--- config.mk ---
export PLATFORM = sky130hd
export DESIGN_NAME = subCpuGlue
export DESIGN_NICKNAME = d
export VERILOG_FILES = /design/src/source/subCpuPkg.sv /design/src/source/subCpuGlue.sv /design/src/source/frameSupervisor.sv /design/src/source/cpuAddressDecoder.sv
export SDC_FILE = /design/constraint.sdc
export NUM_CORES = 1
export LEC_CHECK = 0
export BUFFER_PORTS_ARGS = -buffer_cell sky130_fd_sc_hd__buf_4
export CAP_MARGIN = 20
export CORE_AREA = 2 2 39 41
export CTS_CLUSTER_DIAMETER = 200
export DETAILED_ROUTE_END_ITERATION = 6
export DIE_AREA = 0 0 41 43
export SETUP_SLACK_MARGIN = 0.3
export SYNTH_ARGS = -nofsm -noshare
export SYNTH_HDL_FRONTEND = slang
export SYNTH_SLANG_ARGS = --single-unit
export TNS_END_PERCENT = 10
--- constraint.sdc ---
create_clock -name nVBLK -period 1.75 [get_ports nVBLK]
set_input_delay 0.35 -clock nVBLK [delete_from_list [all_inputs] [get_ports nVBLK]]
set_output_delay 0.35 -clock nVBLK [all_outputs]
set_load 0.005 [all_outputs]
--- src/source/subCpuPkg.sv ---
`default_nettype none

package subCpuPkg;

	////////////////////////////////////////
	// Widths and watchdog constants
	////////////////////////////////////////

	// CPU address bits 15 to 10, one value per 1 KB block
	typedef logic [5:0] addrHigh_t;

	// Watchdog counter width, after the decade counter on the board
	localparam int wdWidth = 4;

	// Frame count held by the watchdog
	typedef logic [wdWidth-1:0] wdCount_t;

	// Count at which the watchdog wraps back to zero
	localparam wdCount_t wdTerminal = wdCount_t'(10);

	////////////////////////////////////////
	// Bus and select bundles
	////////////////////////////////////////

	// Upper address lines and direction level, rnw high for a read
	typedef struct packed {
		addrHigh_t addr;
		logic rnw;
	} cpuBus_t;

	// Chip selects are active low, except the tile bank strobe
	typedef struct packed {
		logic nScr0;
		logic nScr1;
		logic nObj;
		logic nSnd;
		logic nSpgm;
		logic nMpgm;
		logic nLth0;
		logic nLth1;
		logic nLth2;
		logic nBufEn;
		logic bank;
	} chipSelects_t;

	// Write decodes sampled by the supervisor once per frame
	typedef struct packed {
		logic wdKick;
		logic irqAck;
	} frameStrobes_t;

	////////////////////////////////////////
	// Memory map in 1 KB blocks
	////////////////////////////////////////

	// First and last block of a decoded range, both inclusive
	typedef struct packed {
		addrHigh_t first;
		addrHigh_t last;
	} addrRange_t;

	// Video RAM 1 and 2, sprite RAM and the shared sound RAM window
	localparam addrRange_t scr0Range = '{first: 6'h00, last: 6'h07};
	localparam addrRange_t scr1Range = '{first: 6'h08, last: 6'h0F};
	localparam addrRange_t objRange = '{first: 6'h10, last: 6'h17};
	localparam addrRange_t sndRange = '{first: 6'h10, last: 6'h10};

	// Program EPROMs
	localparam addrRange_t spgmRange = '{first: 6'h18, last: 6'h1F};
	localparam addrRange_t mpgmRange = '{first: 6'h20, last: 6'h3F};

	// Write-only registers in the upper half
	localparam addrRange_t kickRange = '{first: 6'h20, last: 6'h20};
	localparam addrRange_t ackRange = '{first: 6'h21, last: 6'h21};
	localparam addrRange_t bankRange = '{first: 6'h22, last: 6'h23};
	localparam addrRange_t lth0Range = '{first: 6'h24, last: 6'h24};
	localparam addrRange_t lth1Range = '{first: 6'h25, last: 6'h25};
	localparam addrRange_t lth2Range = '{first: 6'h28, last: 6'h28};

endpackage

`default_nettype wire
--- src/source/subCpuGlue.sv ---
`default_nettype none

module subCpuGlue import subCpuPkg::*; (
	input logic nVBLK,
	input logic rst,
	input cpuBus_t bus,
	output chipSelects_t sel,
	output logic nRes,
	output logic nIrq
);

	////////////////////////////////////////
	// Internal wiring
	////////////////////////////////////////

	// Kick and acknowledge decodes into the frame block
	frameStrobes_t strobes;

	////////////////////////////////////////
	// Memory map decode
	////////////////////////////////////////

	// Purely combinational, selects leave the top in the same cycle
	cpuAddressDecoder u_decoder (
		.bus(bus),
		.sel(sel),
		.strobes(strobes)
	);

	////////////////////////////////////////
	// Frame rate supervisor
	////////////////////////////////////////

	// Watchdog and interrupt level, updated once per vertical blank
	frameSupervisor u_supervisor (
		.nVBLK(nVBLK),
		.rst(rst),
		.strobes(strobes),
		.nRes(nRes),
		.nIrq(nIrq)
	);

endmodule

`default_nettype wire

--- src/source/frameSupervisor.sv ---
`default_nettype none

module frameSupervisor import subCpuPkg::*; (
	input logic nVBLK,
	input logic rst,
	input frameStrobes_t strobes,
	output logic nRes,
	output logic nIrq
);

	////////////////////////////////////////
	// Watchdog counter
	////////////////////////////////////////

	// Frames since the last kick or wrap
	wdCount_t wdCount;

	// Terminal count reached this frame
	logic wdWrap;

	// Counter goes back to zero on the next edge
	logic wdClear;

	assign wdWrap = (wdCount == wdTerminal);

	// A kick from the CPU restarts the count
	assign wdClear = strobes.wdKick | wdWrap;

	// One count per vertical blank
	always_ff @(posedge nVBLK) begin
		if (rst) begin
			wdCount <= '0;
		end else if (wdClear) begin
			wdCount <= '0;
		end else begin
			wdCount <= wdCount + wdCount_t'(1);
		end
	end

	// Board reset follows the top bit
	// Low from count 8 up to the wrap, so a stalled CPU sits in reset a few frames
	assign nRes = ~wdCount[wdWidth-1];

	////////////////////////////////////////
	// Interrupt request
	////////////////////////////////////////

	// Request asserts every frame unless the CPU acknowledged at this edge
	always_ff @(posedge nVBLK) begin
		if (rst) begin
			nIrq <= 1'b1;
		end else begin
			nIrq <= ~strobes.irqAck;
		end
	end

endmodule

`default_nettype wire

--- src/source/cpuAddressDecoder.sv ---
`default_nettype none

module cpuAddressDecoder import subCpuPkg::*; (
	input cpuBus_t bus,
	output chipSelects_t sel,
	output frameStrobes_t strobes
);

	////////////////////////////////////////
	// Block match helper
	////////////////////////////////////////

	// True when the block lies inside the range, ends included
	function automatic logic inRange(input addrHigh_t blk, input addrRange_t range);
		return (blk >= range.first) && (blk <= range.last);
	endfunction

	// Direction levels
	logic isRead;
	logic isWrite;

	// Raw region hits, before direction qualification
	logic hitScr0;
	logic hitScr1;
	logic hitObj;
	logic hitSnd;
	logic hitSpgm;
	logic hitMpgm;
	logic hitKick;
	logic hitAck;
	logic hitBank;
	logic hitLth0;
	logic hitLth1;
	logic hitLth2;

	assign isRead = bus.rnw;
	assign isWrite = ~bus.rnw;

	////////////////////////////////////////
	// Region compare
	////////////////////////////////////////

	// Video RAM 1 at 0000h to 1FFFh
	assign hitScr0 = inRange(bus.addr, scr0Range);

	// Video RAM 2 at 2000h to 3FFFh
	assign hitScr1 = inRange(bus.addr, scr1Range);

	// Sprite RAM at 4000h to 5FFFh
	assign hitObj = inRange(bus.addr, objRange);

	// Sound CPU shared RAM, first block of the sprite window
	assign hitSnd = inRange(bus.addr, sndRange);

	// Sub program EPROM at 6000h to 7FFFh
	assign hitSpgm = inRange(bus.addr, spgmRange);

	// Main program EPROM covers the whole upper half
	assign hitMpgm = inRange(bus.addr, mpgmRange);

	// Watchdog kick at 8000h
	assign hitKick = inRange(bus.addr, kickRange);

	// Interrupt acknowledge at 8400h
	assign hitAck = inRange(bus.addr, ackRange);

	// Tile bank select at 8800h to 8FFFh
	assign hitBank = inRange(bus.addr, bankRange);

	// Scroll and priority latches for planes 0 and 1
	assign hitLth0 = inRange(bus.addr, lth0Range);

	// Scroll and priority latches for planes 2 and 3
	assign hitLth1 = inRange(bus.addr, lth1Range);

	// Back colour latch at A000h
	assign hitLth2 = inRange(bus.addr, lth2Range);

	////////////////////////////////////////
	// Select outputs
	////////////////////////////////////////

	always_comb begin
		// RAM selects ignore direction
		sel.nScr0 = ~hitScr0;
		sel.nScr1 = ~hitScr1;
		sel.nObj = ~hitObj;
		// Overlaps the sprite select as on the board
		sel.nSnd = ~hitSnd;

		// EPROMs only answer reads
		sel.nSpgm = ~(isRead & hitSpgm);
		sel.nMpgm = ~(isRead & hitMpgm);

		// Latches and bank strobe only take writes
		sel.nLth0 = ~(isWrite & hitLth0);
		sel.nLth1 = ~(isWrite & hitLth1);
		sel.nLth2 = ~(isWrite & hitLth2);
		sel.bank = isWrite & hitBank;

		// Data buffer opens for RAM and the plane latches
		// Back colour latch sits on the near side of the buffer
		sel.nBufEn = sel.nScr0 & sel.nScr1 & sel.nObj & sel.nSnd
			& sel.nLth0 & sel.nLth1;
	end

	////////////////////////////////////////
	// Supervisor strobes
	////////////////////////////////////////

	// Both are write decodes held for as long as the bus holds the address
	assign strobes.wdKick = isWrite & hitKick;
	assign strobes.irqAck = isWrite & hitAck;

endmodule

`default_nettype wire

# Word level (Yosys, flattened, before mapping)
# Index checks and enable logic that the tools add are counted.
[totals]
reg_bits = 5
inputBits = 9
[classes]
reduce_logical = 13
n_lt_le_gt_ge = 22
add_sub_neg = 1
n_eq_ne = 1
bitwise = 26
[op_table]
columns = ["cell", "n"]
rows = [
  ["<= comparator 6 bit (second input constant)", 7],
  [">= comparator 6 bit (second input constant)", 6],
  ["<= comparator 6 x 5 -> 1 bit (second input constant)", 3],
  ["bitwise AND 1 bit", 13],
  [">= comparator 6 x 5 -> 1 bit (second input constant)", 2],
  ["logical AND 1 bit", 12],
  ["NOT 1 bit", 12],
  [">= comparator 6 x 1 -> 1 bit (second input constant)", 1],
  [">= comparator 6 x 4 -> 1 bit (second input constant)", 1],
  ["<= comparator 6 x 3 -> 1 bit (second input constant)", 1],
  ["<= comparator 6 x 4 -> 1 bit (second input constant)", 1],
  ["adder 4 x 1 -> 4 bit (second input constant)", 1],
  ["equality test 4 bit (second input constant)", 1],
  ["OR reduction 2 bit", 1],
  ["bitwise OR 1 bit", 1],
]

# Depth between registers and ports, before layout
[logic_depth]
word_depth = 8
mapped_depth = 5
depth_no_buf = 5

# Hierarchy
# From an unflattened synthesis, not the netlist that was laid out.
[unflattened]
hier_cells = 40
area_unflattened_um2 = 335.3
[modules_own_cells]
columns = ["module", "instances", "seq_area_each_um2", "area_each_um2", "cells_each"]
rows = [
  ["frameSupervisor", 1, 100.1, 190.2, 19],
  ["cpuAddressDecoder", 1, 0.0, 145.1, 21],
]

# Worst setup path before layout
# Ideal clock, no wire load.
[synth_path]
kind = "input -> output"
startpoint = "input bus[0] (netlist bit)"
endpoint = "output sel[3] (netlist bit)"
path_buffers = 0
setup_slack_ps = 255
arrival_time_ps = 1145
cell_stages = 3
path_cell_list = "or4b_4 -> nor2_1 -> nand3_1"
[synth_lines]
columns = ["element", "line", "source"]
rows = [
  ["from (decl)", "subCpuGlue.sv:6", "input cpuBus_t bus,"],
  ["to (decl)", "subCpuGlue.sv:7", "output chipSelects_t sel,"],
]

==> flow_summary.ini <==
[detailed_routing]
viasPerCell = 4.41
ant_nets = 0
drc = 0
vias = 384
routed_wl_um = 807
drt_first_pass_iters = 1
first_iter_violations = 0
routedWlPerCell_um = 9.28

[final_layout]
final_common_cell = buf_4
finalInstanceArea_um2 = 597
fillers = 138
final_cell_mix = buf_4, nor2_1, dfxtp_1, nand3_1
syn_to_final_growth_pct = 84.2
seq_area_um2 = 100
antenna_cells = 0
drive_gt1_share_pct = 50.7
final_nets = 83
multi_input_area_um2 = 229

[synth]
synthMuxAreaShare_pct = 0
synth_compound_area_share_pct = 5.41
synth_simple_gate_area_share_pct = 47.1
synth_top_family_by_area = simple AND/OR/NAND/NOR gates
synth_edf_count = 0
yosysWarnings = 0
ys_async_sr_fraction_pct = 0
synth_fa_ha_area_share_pct = 7.72
seq_area_frac_synth_pct = 30.9
synth.avg_cell_area_um2 = 8.10
synth_xor_xnor_area_share_pct = 5.41
synth_seq_cells = 5
synth_flop_cell = dfxtp_1
ys_types = 18
synth_area_um2 = 324
syn_nets = 51
postSynthCellCount = 40

[placed_design]
gp_congestion = 0.622
port_buffers = 21
place_hpwl_um = 680
placed_area_um2 = 539

[setup_path]
crit_path_end_kind = output pin
crit_top_cell = buf_4
reg2reg_depth = 5
slowest_stage = or4b_1
r2r_slack_ns = 0.74
r2r_end = u_supervisor.wdCount[0]
crit_path_start_kind = input pin
cp_cell_sequence = buf_4 > or4b_1 > a21oi_2 > nor2_1 > buf_4
crit_type = input pin to output pin
cp.required_ns = 1.40
crit_family = simple AND/OR/NAND/NOR gates
r2r-start = u_supervisor.wdCount[0]
crit_path_max_fanout = 3
path_buf_inv = 2
max_stage_delay_ns = 0.54
cp.arrival_ns = 1.33

[timing]
maxSlewViolCount = 0
clock.fmax_mhz = 594
period_minus_slack_ns = 1.68
finClkSkew_ns = 0.00486
setup_viol = 0
finalCritPeriodShare_pct = 96.2
hold_viol_final = 0
tns_ns = 0
maxSlewHeadroom_pct = 83.0
rsz0062_at_grt = yes
tightestPinTransition_ns = 0.251

[global_route]
grt.total_usage_pct = 10.3
first_global_vias = 323
antenna_found_initial = 0
grt_max_degree = 8
overflow = 0
grt_pass1_wl_um = 1180

[run_status]
status = finished clean

[power_and_ir_drop]
p_leak_nw = 0.257
ir_drop_mv = 0.388
p_clk_share_pct = 39.2
powerDensity_nw_per_um2 = 554
combPwrFrac_pct = 22.8
pwr-share-seq_pct = 38.0
internal_power_mw = 0.251
power.switching_mw = 0.0795
swShare_pct = 24.0

[die]
dieHeight_um = 43
core_area_um2 = 1380
initial_core_util_pct = 23.4
chipWidth_um = 41
num_io_pins = 22
die_area_um2 = 1760
std_cell_rows = 14

[cts]
root_buffer = clkbuf_4
cts.clk_slew.worst_paths_ns = 0.04
tritoncts = yes
ctsHoldBuffers = 0
clock_sinks = 5
clk_latency_ns = 0.24
cts.path.max_buffers = 2
htreeDepth = 1
numCtsBuffers = 3

[min_path]
hold_start = rst
hold_path_depth = 3
hp-class = input pin to register
worstHoldEndpoint = u_supervisor.nIrq

[job]
cap_viol_max_count = 0
tightest hold or removal path, cell delays in order:
cell and delay [ns]:
buf_4 0.08, nor2_1 0.03, nand3_1 0.07
state kept, by name (all words and copies together), names as in the netlist:
register / cells
u_supervisor.nIrq: 1
u_supervisor.wdCount: 4
cells in the mapped netlist (2+ instances only):
cell      number  area, µm²
dfxtp_1        5        100
ha_1           2       25.0
inv_1          3       11.3
nand2_1        3       11.3
nand3_1        4       20.0
nand3b_1       2       15.0
nor2_1         8       30.0
or3_1          2       12.5
xnor2_1        2       17.5
final cells by class:
class,instances,area share (%)
multi-input cells,32,38.4
repair buffers,27,35.2
flip-flops and latches,5,16.8
clock buffers,4,4.40
well taps,16,3.35
inverters,3,1.89
power by group through the flow:
stage	clock network (mW)	logic, mW	registers (mW)
global placement	0	0.0703	0.128
global route	0.143	0.0838	0.126
finish	0.130	0.0754	0.125
detailed placement	0	0.0705	0.128
CTS	0.135	0.0754	0.126
floorplan	0	0.0256	0.127
through the flow:
stage	utilization [%]	setup slack [ns]	hold WS, ns	instances	power [mW]
6_report	43.1	0.0668	0.325	87	0.331
5_1_grt	43.1	0.0204	0.338	87	0.353
3_3_place_gp	39.0	0.0159	0.452	81	0.198
2_1_floorplan	-	0.280	0.422	40	0.152
3_5_place_dp	39.0	0.00922	0.465	81	0.198
4_1_cts	42.9	0.0376	0.324	87	0.336
kinds of logic after synthesis:
group,Yosys count
simple gates,26
xor+xnor,2
flops,5
compound gates,2
buf+inv,3
fa+ha+maj,2
metal layers:
metal,GRT usage [%],vias up,part of all wire [%]
met2,17.2,18,49
met1,8.71,165,37
met4,6.00,0,0
li1,-,201,-
met5,0,-,0
met3,5.76,0,14
what timing repair did:
item	in CTS	in global routing
buffers inserted	2	0
pin swaps	4	2
gates resized for setup	3	1
setup endpoints to repair	7	9
worst max-delay path by stage:
stage / startpoint / end / cells past startpoint / slack [ns]
global route: bus[5] / sel[4] / 5 / 0.02
global placement: bus[0] / sel[4] / 5 / 0.02
floorplan: bus[0] / sel[4] / 3 / 0.28
CTS: bus[4] / sel[4] / 5 / 0.04
finish: bus[0] / sel[1] / 5 / 0.07
detailed placement: bus[0] / sel[4] / 5 / 0.009
(Power assumes the default switching activity.)
